===== src/verilog/usb_rx_consts.svh =====
`ifndef USB_RX_CONSTS_SVH
`define USB_RX_CONSTS_SVH

// Bulk-out buffer size in bytes, must be a power of two
`define USB_FIFO_DEPTH 64

// Largest DATA payload accepted, longer packets count as overflow
`define USB_MAX_PKT 32

// Default device address after bus reset
`define USB_DEF_ADDR 7'd0

// Bulk OUT endpoint number
`define USB_DEF_ENDP 4'd1

`endif


===== src/verilog/usb_rx_pkg.sv =====
package usb_rx_pkg;

  // PID codes in the low nibble, the high nibble carries the complement on the wire
  typedef enum logic [3:0] {
    PID_OUT   = 4'b0001,
    PID_IN    = 4'b1001,
    PID_SETUP = 4'b1101,
    PID_DATA0 = 4'b0011,
    PID_DATA1 = 4'b1011,
    PID_ACK   = 4'b0010
  } usb_pid_e;

  // One received byte with its framing
  typedef struct packed {
    logic       valid;
    logic       first;  // First byte of a packet
    logic       last;   // Final byte, dir dropped after it
    logic [7:0] data;
  } rx_beat_t;

  // End-of-packet verdict for a DATA packet
  typedef struct packed {
    logic done;  // One cycle pulse
    logic good;  // CRC16 residue matched
    logic ours;  // Packet followed a matching OUT token
  } pkt_status_t;

endpackage

===== src/verilog/ulpi_rx_decode.sv =====
`timescale 1ns/10ps

module ulpi_rx_decode
  import usb_rx_pkg::*;
(
  input  logic       ulpi_clock_i,
  input  logic       arst_n_i,
  input  logic       ulpi_dir_i,
  input  logic       ulpi_nxt_i,
  input  logic [7:0] ulpi_data_i,
  output rx_beat_t   rx_beat_o
);

  typedef enum logic [1:0] {
    ST_IDLE,  // Link owns the bus
    ST_HOLD,  // PHY owns the bus, no packet byte yet
    ST_PKT    // Packet bytes flowing, one byte held back
  } dec_state_e;

  dec_state_e state_q;
  logic [7:0] hold_q;
  logic       hold_first_q;
  logic       take_byte;
  rx_beat_t   beat_q;

  // nxt low with dir high is an RX CMD and gets skipped
  assign take_byte = ulpi_dir_i && ulpi_nxt_i && (state_q == ST_HOLD || state_q == ST_PKT);

  always_ff @(posedge ulpi_clock_i) begin
    if (take_byte) begin
      hold_q <= ulpi_data_i;
    end
  end

  always_ff @(posedge ulpi_clock_i or negedge arst_n_i) begin
    if (!arst_n_i) begin
      state_q      <= ST_IDLE;
      hold_first_q <= 1'b0;
      beat_q       <= '0;
    end else begin
      beat_q <= '0;
      case (state_q)
        ST_IDLE: begin
          if (ulpi_dir_i) begin
            state_q <= ST_HOLD;  // Turnaround cycle, data is not driven yet
          end
        end
        ST_HOLD: begin
          if (!ulpi_dir_i) begin
            state_q <= ST_IDLE;
          end else if (ulpi_nxt_i) begin
            state_q      <= ST_PKT;
            hold_first_q <= 1'b1;
          end
        end
        ST_PKT: begin
          if (!ulpi_dir_i) begin
            // Bus handed back, so the held byte ends the packet
            beat_q  <= '{valid: 1'b1, first: hold_first_q, last: 1'b1, data: hold_q};
            state_q <= ST_IDLE;
          end else if (ulpi_nxt_i) begin
            beat_q       <= '{valid: 1'b1, first: hold_first_q, last: 1'b0, data: hold_q};
            hold_first_q <= 1'b0;
          end
        end
        default: state_q <= ST_IDLE;
      endcase
    end
  end

  assign rx_beat_o = beat_q;

endmodule


===== src/verilog/usb_bulk_out_buffer.sv =====
`timescale 1ns/10ps
`include "usb_rx_consts.svh"

module usb_bulk_out_buffer
  import usb_rx_pkg::*;
(
  input  logic        ulpi_clock_i,
  input  logic        arst_n_i,
  input  rx_beat_t    pay_beat_i,
  input  pkt_status_t pkt_status_i,
  output logic        blko_tvalid_o,
  input  logic        blko_tready_i,
  output logic        blko_tlast_o,
  output logic [7:0]  blko_tdata_o,
  output logic        overflow_o
);

  localparam int DEPTH = `USB_FIFO_DEPTH;
  localparam int AW    = $clog2(DEPTH);
  localparam int LW    = $clog2(`USB_MAX_PKT + 1);

  logic [8:0]    mem [DEPTH];  // {eop, data}
  logic [AW:0]   wr_q;         // Next free entry of the packet in flight
  logic [AW:0]   cmt_q;        // End of committed packets
  logic [AW:0]   rd_q;
  logic [LW-1:0] len_q;
  logic          spoil_q;
  logic [AW:0]   used;
  logic          full;
  logic [LW-1:0] cur_len;
  logic          cur_spoil;
  logic          accept;
  logic          commit;
  logic [8:0]    rd_entry;

  assign used      = wr_q - rd_q;
  assign full      = (used == (AW + 1)'(DEPTH));
  assign cur_len   = pay_beat_i.first ? '0 : len_q;  // New packet starts counting afresh
  assign cur_spoil = pay_beat_i.first ? 1'b0 : spoil_q;
  assign accept    = pay_beat_i.valid && !cur_spoil && !full &&
                     (cur_len < LW'(`USB_MAX_PKT));
  assign commit    = pkt_status_i.done && pkt_status_i.good && pkt_status_i.ours && !spoil_q;

  always_ff @(posedge ulpi_clock_i) begin
    if (accept) begin
      mem[wr_q[AW-1:0]] <= {pay_beat_i.last, pay_beat_i.data};
    end
  end

  always_ff @(posedge ulpi_clock_i or negedge arst_n_i) begin
    if (!arst_n_i) begin
      wr_q    <= '0;
      cmt_q   <= '0;
      rd_q    <= '0;
      len_q   <= '0;
      spoil_q <= 1'b0;
    end else begin
      if (pkt_status_i.done) begin
        if (commit) begin
          cmt_q <= wr_q;
        end else begin
          wr_q <= cmt_q;  // Roll back the rejected packet
        end
        len_q   <= '0;
        spoil_q <= 1'b0;
      end else if (pay_beat_i.valid) begin
        if (accept) begin
          wr_q    <= wr_q + 1'b1;
          len_q   <= cur_len + 1'b1;
          spoil_q <= 1'b0;
        end else begin
          spoil_q <= 1'b1;  // No room or too long
        end
      end
      if (blko_tvalid_o && blko_tready_i) begin
        rd_q <= rd_q + 1'b1;
      end
    end
  end

  // Unread entries sit below the write region, so they stay put while stalled
  assign rd_entry      = mem[rd_q[AW-1:0]];
  assign blko_tvalid_o = (rd_q != cmt_q);
  assign blko_tlast_o  = blko_tvalid_o && rd_entry[8];
  assign blko_tdata_o  = rd_entry[7:0];

  // Only a packet that would otherwise have been delivered counts as lost
  assign overflow_o = pkt_status_i.done && pkt_status_i.good && pkt_status_i.ours && spoil_q;

endmodule


===== src/verilog/usb_crc16.sv =====
`timescale 1ns/10ps

module usb_crc16 (
  input  logic       ulpi_clock_i,
  input  logic       arst_n_i,
  input  logic       clear_i,
  input  logic       en_i,
  input  logic [7:0] data_i,
  output logic       residue_ok_o
);

  localparam logic [15:0] POLY_REFL = 16'hA001;  // x^16 + x^15 + x^2 + 1, bit reversed
  localparam logic [15:0] RESIDUE   = 16'hB001;  // 0x800D as held in the reflected register

  logic [15:0] crc_q;

  // Bytes go out LSB first, so shift right through the reflected polynomial
  function automatic logic [15:0] crc_byte(input logic [15:0] crc, input logic [7:0] d);
    logic [15:0] c;
    c = crc;
    for (int i = 0; i < 8; i++) begin
      if (c[0] ^ d[i]) begin
        c = (c >> 1) ^ POLY_REFL;
      end else begin
        c = c >> 1;
      end
    end
    return c;
  endfunction

  always_ff @(posedge ulpi_clock_i or negedge arst_n_i) begin
    if (!arst_n_i) begin
      crc_q <= 16'hFFFF;
    end else if (clear_i) begin
      crc_q <= 16'hFFFF;  // Preset to all ones
    end else if (en_i) begin
      crc_q <= crc_byte(crc_q, data_i);
    end
  end

  assign residue_ok_o = (crc_q == RESIDUE);

endmodule


===== src/verilog/usb_packet_exec.sv =====
`timescale 1ns/10ps
`include "usb_rx_consts.svh"

module usb_packet_exec
  import usb_rx_pkg::*;
#(
  parameter logic [6:0] DEV_ADDR = `USB_DEF_ADDR,
  parameter logic [3:0] ENDPOINT = `USB_DEF_ENDP
) (
  input  logic        ulpi_clock_i,
  input  logic        arst_n_i,
  input  rx_beat_t    rx_beat_i,
  output rx_beat_t    pay_beat_o,
  output pkt_status_t pkt_status_o,
  output logic        crc_error_o
);

  typedef enum logic [2:0] {
    EX_IDLE,
    EX_TOK1,  // ADDR and ENDP bit 0
    EX_TOK2,  // ENDP bits 3:1 and CRC5
    EX_DATA,
    EX_SKIP   // Drop bytes up to the packet end
  } ex_state_e;

  ex_state_e  state_q;
  logic       armed_q;  // Last token was an OUT to us
  logic       done_q;
  logic [7:0] tok_q;
  logic [1:0] dly_cnt_q;
  logic       pay_first_q;
  logic [7:0] dly0_q;
  logic [7:0] dly1_q;
  usb_pid_e   pid;
  logic       pid_ok;
  logic       is_start;
  logic       is_body;
  logic       crc_en;
  logic       pay_fire;
  logic       tok_match;
  logic       residue_ok;

  assign pid       = usb_pid_e'(rx_beat_i.data[3:0]);
  assign pid_ok    = (rx_beat_i.data[7:4] == ~rx_beat_i.data[3:0]);
  assign is_start  = rx_beat_i.valid && rx_beat_i.first;
  assign is_body   = rx_beat_i.valid && !rx_beat_i.first;
  assign crc_en    = is_body && (state_q == EX_DATA);
  assign pay_fire  = crc_en && (dly_cnt_q == 2'd2);  // Two bytes held back, those may be the CRC
  assign tok_match = (tok_q[6:0] == DEV_ADDR) && ({rx_beat_i.data[2:0], tok_q[7]} == ENDPOINT);

  usb_crc16 crc16_inst (
    .ulpi_clock_i(ulpi_clock_i),
    .arst_n_i    (arst_n_i),
    .clear_i     (is_start),
    .en_i        (crc_en),
    .data_i      (rx_beat_i.data),
    .residue_ok_o(residue_ok)
  );

  always_ff @(posedge ulpi_clock_i or negedge arst_n_i) begin
    if (!arst_n_i) begin
      state_q     <= EX_IDLE;
      armed_q     <= 1'b0;
      done_q      <= 1'b0;
      dly_cnt_q   <= 2'd0;
      pay_first_q <= 1'b0;
    end else begin
      done_q <= 1'b0;
      if (done_q) begin
        armed_q <= 1'b0;  // One DATA packet per OUT token
      end
      if (is_start) begin
        dly_cnt_q   <= 2'd0;
        pay_first_q <= 1'b1;
        state_q     <= EX_SKIP;  // Bad PID lands here too
        if (pid_ok) begin
          case (pid)
            PID_OUT: begin
              armed_q <= 1'b0;
              state_q <= EX_TOK1;
            end
            PID_IN, PID_SETUP: armed_q <= 1'b0;
            PID_DATA0, PID_DATA1: state_q <= EX_DATA;  // Toggle not tracked
            default: state_q <= EX_SKIP;
          endcase
        end
        if (rx_beat_i.last) begin
          state_q <= EX_IDLE;
        end
      end else if (is_body) begin
        case (state_q)
          EX_TOK1: state_q <= EX_TOK2;
          EX_TOK2: begin
            armed_q <= tok_match;
            state_q <= EX_SKIP;
          end
          EX_DATA: begin
            if (dly_cnt_q != 2'd2) begin
              dly_cnt_q <= dly_cnt_q + 2'd1;
            end
            if (pay_fire) begin
              pay_first_q <= 1'b0;
            end
            done_q <= rx_beat_i.last;
          end
          default: state_q <= state_q;
        endcase
        if (rx_beat_i.last) begin
          state_q <= EX_IDLE;
        end
      end
    end
  end

  always_ff @(posedge ulpi_clock_i) begin
    if (is_body && state_q == EX_TOK1) begin
      tok_q <= rx_beat_i.data;
    end
    if (crc_en) begin
      dly1_q <= dly0_q;
      dly0_q <= rx_beat_i.data;
    end
  end

  // Payload leaves in the same cycle as the byte two positions behind it
  assign pay_beat_o   = '{valid: pay_fire, first: pay_first_q, last: rx_beat_i.last,
                          data: dly1_q};
  assign pkt_status_o = '{done: done_q, good: residue_ok, ours: armed_q};
  assign crc_error_o  = done_q && !residue_ok;

endmodule


===== src/verilog/usb_rx_core.sv =====
`timescale 1ns/10ps
`include "usb_rx_consts.svh"

module usb_rx_core
  import usb_rx_pkg::*;
#(
  parameter logic [6:0] DEV_ADDR = `USB_DEF_ADDR,
  parameter logic [3:0] ENDPOINT = `USB_DEF_ENDP
) (
  input  logic       ulpi_clock_i,
  input  logic       arst_n_i,

  // ULPI receive pins
  input  logic       ulpi_dir_i,
  input  logic       ulpi_nxt_i,
  input  logic [7:0] ulpi_data_i,

  // Bulk OUT endpoint stream
  output logic       blko_tvalid_o,
  input  logic       blko_tready_i,
  output logic       blko_tlast_o,
  output logic [7:0] blko_tdata_o,

  output logic       crc_error_o,
  output logic       overflow_o
);

  rx_beat_t    rx_beat;
  rx_beat_t    pay_beat;
  pkt_status_t pkt_status;

  ulpi_rx_decode ulpi_rx_decode_inst (
    .ulpi_clock_i(ulpi_clock_i),
    .arst_n_i    (arst_n_i),
    .ulpi_dir_i  (ulpi_dir_i),
    .ulpi_nxt_i  (ulpi_nxt_i),
    .ulpi_data_i (ulpi_data_i),
    .rx_beat_o   (rx_beat)
  );

  usb_packet_exec #(
    .DEV_ADDR(DEV_ADDR),
    .ENDPOINT(ENDPOINT)
  ) usb_packet_exec_inst (
    .ulpi_clock_i(ulpi_clock_i),
    .arst_n_i    (arst_n_i),
    .rx_beat_i   (rx_beat),
    .pay_beat_o  (pay_beat),      // CRC bytes already stripped
    .pkt_status_o(pkt_status),
    .crc_error_o (crc_error_o)
  );

  usb_bulk_out_buffer usb_bulk_out_buffer_inst (
    .ulpi_clock_i (ulpi_clock_i),
    .arst_n_i     (arst_n_i),
    .pay_beat_i   (pay_beat),
    .pkt_status_i (pkt_status),
    .blko_tvalid_o(blko_tvalid_o),
    .blko_tready_i(blko_tready_i),
    .blko_tlast_o (blko_tlast_o),
    .blko_tdata_o (blko_tdata_o),
    .overflow_o   (overflow_o)
  );

endmodule


===== config.mk =====
export PLATFORM = sky130hd
export DESIGN_NAME = usb_rx_core
export DESIGN_NICKNAME = d
export VERILOG_FILES = /design/src/verilog/usb_rx_pkg.sv /design/src/verilog/ulpi_rx_decode.sv /design/src/verilog/usb_bulk_out_buffer.sv /design/src/verilog/usb_crc16.sv /design/src/verilog/usb_packet_exec.sv /design/src/verilog/usb_rx_core.sv
export VERILOG_INCLUDE_DIRS = /design/src /design/src/verilog
export SDC_FILE = /design/constraint.sdc
export NUM_CORES = 1
export LEC_CHECK = 0
export BUFFER_PORTS_ARGS = -buffer_cell sky130_fd_sc_hd__buf_2
export CAP_MARGIN = 20
export CORE_ASPECT_RATIO = 0.5
export CORE_UTILIZATION = 45
export DETAILED_ROUTE_END_ITERATION = 10
export PLACE_DENSITY_LB_ADDON = 0.2
export SYNTH_ARGS = -nofsm -noshare
export SYNTH_HDL_FRONTEND = slang
export SYNTH_SLANG_ARGS = --single-unit

===== constraint.sdc =====
create_clock -name ulpi_clock_i -period 5.8 [get_ports ulpi_clock_i]
set_input_delay 1.16 -clock ulpi_clock_i [delete_from_list [all_inputs] [get_ports ulpi_clock_i]]
set_output_delay 1.16 -clock ulpi_clock_i [all_outputs]
set_load 0.02 [all_outputs]

==> qor.txt <==
Clock-pin slew of the registers on the worst-case setup and hold paths: 0.07 ns
Switching part of the total power: 30.2%
CORE AREA: 0.0583 mm^2
Result of the run: complete, no violations
Leakage: 0.00977 uW
Num CTS Buffers: 59
Worst path cell trace: clkinv_1 > ha_1 > o21ai_0 > nand2b_1 > o41ai_1 > xnor2_1 > o21a_1 > nand3_1 > nor2_1
Combinational cell fraction of total power: 27.6%
Die span in y: 175 um
Post-cts gate resize count: 0
Root Buffer Master: sky130_fd_sc_hd__clkbuf_16
Vias after detailed routing: 13800
Number of clock sinks: 674
Cell internal pwr: 9060 uW
Chip width: 348 um
Layout overhead on the synthesized area: 11.4%
Wire length of the first global-routing pass: 92600 um
Fmax: 0.198 GHz
Share of the yosys chip area belonging to registers: 74.0%
Number of maximum-capacitance violations: 0
DRC marker count from the first detailed-route iteration: 1786
Clk_lat worst skew: 0.62 ns
Number of enable flip-flop cells after synthesis: 608
CP Max Fanout: 16
Critical Path Sink Type: flop
Proportion of netlist area held by the largest area contributor: 67.8%
Clock Skew: 0.0283 ns
Max incr delay on CP: 0.92 ns
DIE AREA: 0.0609 mm^2
Crit path buffers/inverters: 1
Transition at the pin with the smallest max-transition slack: 0.976 ns
Synth top area cells: sky130_fd_sc_hd__edfxtp_1 68%, sky130_fd_sc_hd__mux4_2 14%, sky130_fd_sc_hd__dfrtp_1 4.6%
I/O Pins: 25
Synth unique cells: 70
Post-Route Hold Slack: 0.424 ns
Count of endpoints failing setup in the final report: 0
Final critical path time including I/O delays and setup: 5.05 ns
Clock tree from TritonCTS: done
Number of global-route vias before repair: 13900
Clock network power share: 29.7%
Final number of hold-violating endpoints: 0
Data required, critical path: 6.03 ns
Net count after synthesis: 1442
Initial cell density of the core: 46.3%
Placed cell count: 2215
Aggregate negative setup slack: 0 ns
Portion of total power attributed to sequential cells: 42.7%
Post-CTS setup-driven buffer insertion count: 0
Final clock period utilization by the worst path: 87.0%
Switching component of the power: 3930 uW
RSZ-0062 raised after global routing: no
Worst slew margin relative to its limit: 34.7%
Net count of the finished layout: 1502
Placer Congestion: 0.911
Most used cells in the layout excluding fill and tap cells: 608 x sky130_fd_sc_hd__edfxtp_1, 162 x sky130_fd_sc_hd__mux4_2, 94 x sky130_fd_sc_hd__nor2_1
Number of antenna violations at the first check in global routing: 2
Most used flip-flop cell after synthesis: sky130_fd_sc_hd__edfxtp_1
Final standard cell count with taps included and fillers excluded: 2327
Pin count of the biggest net entering global routing: 127
Row cnt: 62
Async set-or-reset flop fraction in the synthesized netlist: 9.79%
Cell with the biggest individual delay on the critical path: sky130_fd_sc_hd__nor2_1
Post-synthesis instance area: 0.0269 mm^2
Number of register bits inferred by synthesis: 674
Post-CTS Hold Fix Bufs: 0
Depth of the CTS H-tree: 2
Arrival time worst endpoint: 5.27 ns
Delay-heaviest family, CP: simple AND/OR/NAND/NOR gates
Post-detailed-route DRC marker count: 0
Cell count after synthesis: 1416
Category of the most critical setup path: flop to flop
Placed wire-length estimate after detailed placement: 38000 um
Mean cell area of the mapped netlist: 19.0 um^2
Fraction of layout instances using a drive strength above 1: 23.3%
Most common library cell in the layout ignoring fill and taps: sky130_fd_sc_hd__edfxtp_1
Worst Setup Start Kind: flop
Via density per instance: 5.91
Fin. max-slew vios: 0
Routed wire length per instance: 26.6 um
Total wirelength of the detailed-routed design: 61900 um
Largest buffer count on any clock path: 3
YS warnings: 0
Overflow after GRT: 0
Tightest Hold Check Type: flop to flop
Library cell occupying the most area in the post-synthesis netlist: sky130_fd_sc_hd__edfxtp_1
Number of routed nets with antenna violations: 0
Pwr Density: 433 mW/mm^2
IO Port Bufs: 24
Worst voltage drop across the vdd grid: 326 uV
Pre-Repair DR Iteration Count: 6
Total routing usage reported by global routing: 20.7%
flip-flops by register name, indices dropped and copies added (netlist names), 8 cells and up:
signal                                 flops
usb_bulk_out_buffer_inst.mem             576
usb_packet_exec_inst.crc16_inst.crc_q     16
ulpi_rx_decode_inst.rx_beat_o             11
ulpi_rx_decode_inst.hold_q                 8
usb_packet_exec_inst.dly0_q                8
usb_packet_exec_inst.dly1_q                8
usb_packet_exec_inst.tok_q                 8
layout make-up:
type	count	area (um^2)
clock buffer	86	1700
antenna	2	5.00
fill	4649	28200
multi-input combinational	651	6600
tap	800	1000
clock inverter	24	191
sequential	674	19900
timing repair buffer	69	495
inverter	21	78.8
through the flow:
stage	instance area (um^2)	total power (uW)	setup slack (ns)	util [%]
4_1_cts	30000	13100	0.855	51.5
6_report	30000	13000	0.753	51.5
5_1_grt	30000	13500	0.402	51.5
3_5_place_dp	28100	9240	0.924	48.3
3_3_place_gp	28100	9220	1.18	48.3
2_1_floorplan	26900	8120	1.73	-
worst register-to-register path, stage by stage (launching register included):
cell	delay [ns]
sky130_fd_sc_hd__dfrtp_1	0.67
sky130_fd_sc_hd__clkinv_1	0.46
sky130_fd_sc_hd__ha_1	0.49
sky130_fd_sc_hd__o21ai_0	0.12
sky130_fd_sc_hd__nand2b_1	0.09
sky130_fd_sc_hd__o41ai_1	0.08
sky130_fd_sc_hd__xnor2_1	0.44
sky130_fd_sc_hd__o21a_1	0.58
sky130_fd_sc_hd__nand3_1	0.82
sky130_fd_sc_hd__nor2_1	0.92
final timing paths:
path,depth (start not counted),slack [ns],to,from
worst max-delay path,9,0.75,usb_bulk_out_buffer_inst.mem[24][4],usb_bulk_out_buffer_inst.rd_q[5]
worst min-delay path,0,0.42,usb_packet_exec_inst.dly1_q[4],usb_packet_exec_inst.dly0_q[4]
worst max register to register,9,0.75,usb_bulk_out_buffer_inst.mem[24][4],usb_bulk_out_buffer_inst.rd_q[5]
worst min register to register,0,0.42,usb_packet_exec_inst.dly1_q[4],usb_packet_exec_inst.dly0_q[4]
max in group asynchronous,2,4.36,usb_bulk_out_buffer_inst.rd_q[1],arst_n_i
min in group asynchronous,2,0.75,ulpi_rx_decode_inst.rx_beat_o[7],arst_n_i
power by group through the flow:
stage / clock [uW] / combinational [uW] / sequential (uW)
2_1_floorplan: 0 / 2600 / 5520
3_3_place_gp: 0 / 3580 / 5640
3_5_place_dp: 0 / 3590 / 5650
4_1_cts: 3930 / 3610 / 5550
5_1_grt: 4130 / 3800 / 5560
6_report: 3860 / 3590 / 5550
layer usage:
metal	GRT usage (%)	up-vias	routed length, um
li1	-	5830	-
met1	31.3	7274	27900
met2	31.0	560	28200
met3	3.84	92	4440
met4	5.27	0	1360
met5	0	-	0
synthesized netlist by cell type (6+ instances only):
| master | count |
|---|---|
| sky130_fd_sc_hd__edfxtp_1 | 608 |
| sky130_fd_sc_hd__mux4_2 | 162 |
| sky130_fd_sc_hd__nor2_1 | 95 |
| sky130_fd_sc_hd__nand2_1 | 89 |
| sky130_fd_sc_hd__dfrtp_1 | 50 |
| sky130_fd_sc_hd__clkbuf_1 | 34 |
| sky130_fd_sc_hd__a21oi_1 | 32 |
| sky130_fd_sc_hd__xnor2_1 | 24 |
| sky130_fd_sc_hd__o21ai_0 | 23 |
| sky130_fd_sc_hd__and3_1 | 19 |
| sky130_fd_sc_hd__buf_2 | 17 |
| sky130_fd_sc_hd__inv_1 | 17 |
| sky130_fd_sc_hd__xor2_1 | 17 |
| sky130_fd_sc_hd__dfstp_2 | 16 |
| sky130_fd_sc_hd__nand3_1 | 15 |
| sky130_fd_sc_hd__a31oi_1 | 14 |
| sky130_fd_sc_hd__mux2i_1 | 14 |
| sky130_fd_sc_hd__and2_1 | 13 |
| sky130_fd_sc_hd__ha_1 | 13 |
| sky130_fd_sc_hd__buf_4 | 12 |
| sky130_fd_sc_hd__nor3_1 | 11 |
| sky130_fd_sc_hd__nand4_1 | 8 |
| sky130_fd_sc_hd__mux2_2 | 7 |
| sky130_fd_sc_hd__nand3b_1 | 6 |
| sky130_fd_sc_hd__or4_1 | 6 |
logic make-up (layout without fill, tap and decap cells):
family	Yosys count	in the layout	share of synthesized area [%]
adder cells (fa/ha/maj)	13	13	0.604
buffers and inverters	91	200	1.57
AND/OR/NAND/NOR	289	289	5.09
AO/OA/AOI/OAI	125	125	3.09
flip-flops	674	674	74.0
other	0	2	0
XOR/XNOR	41	41	1.33
multiplexers	183	183	14.4
Note: power is estimated with default switching activity, not from simulation.
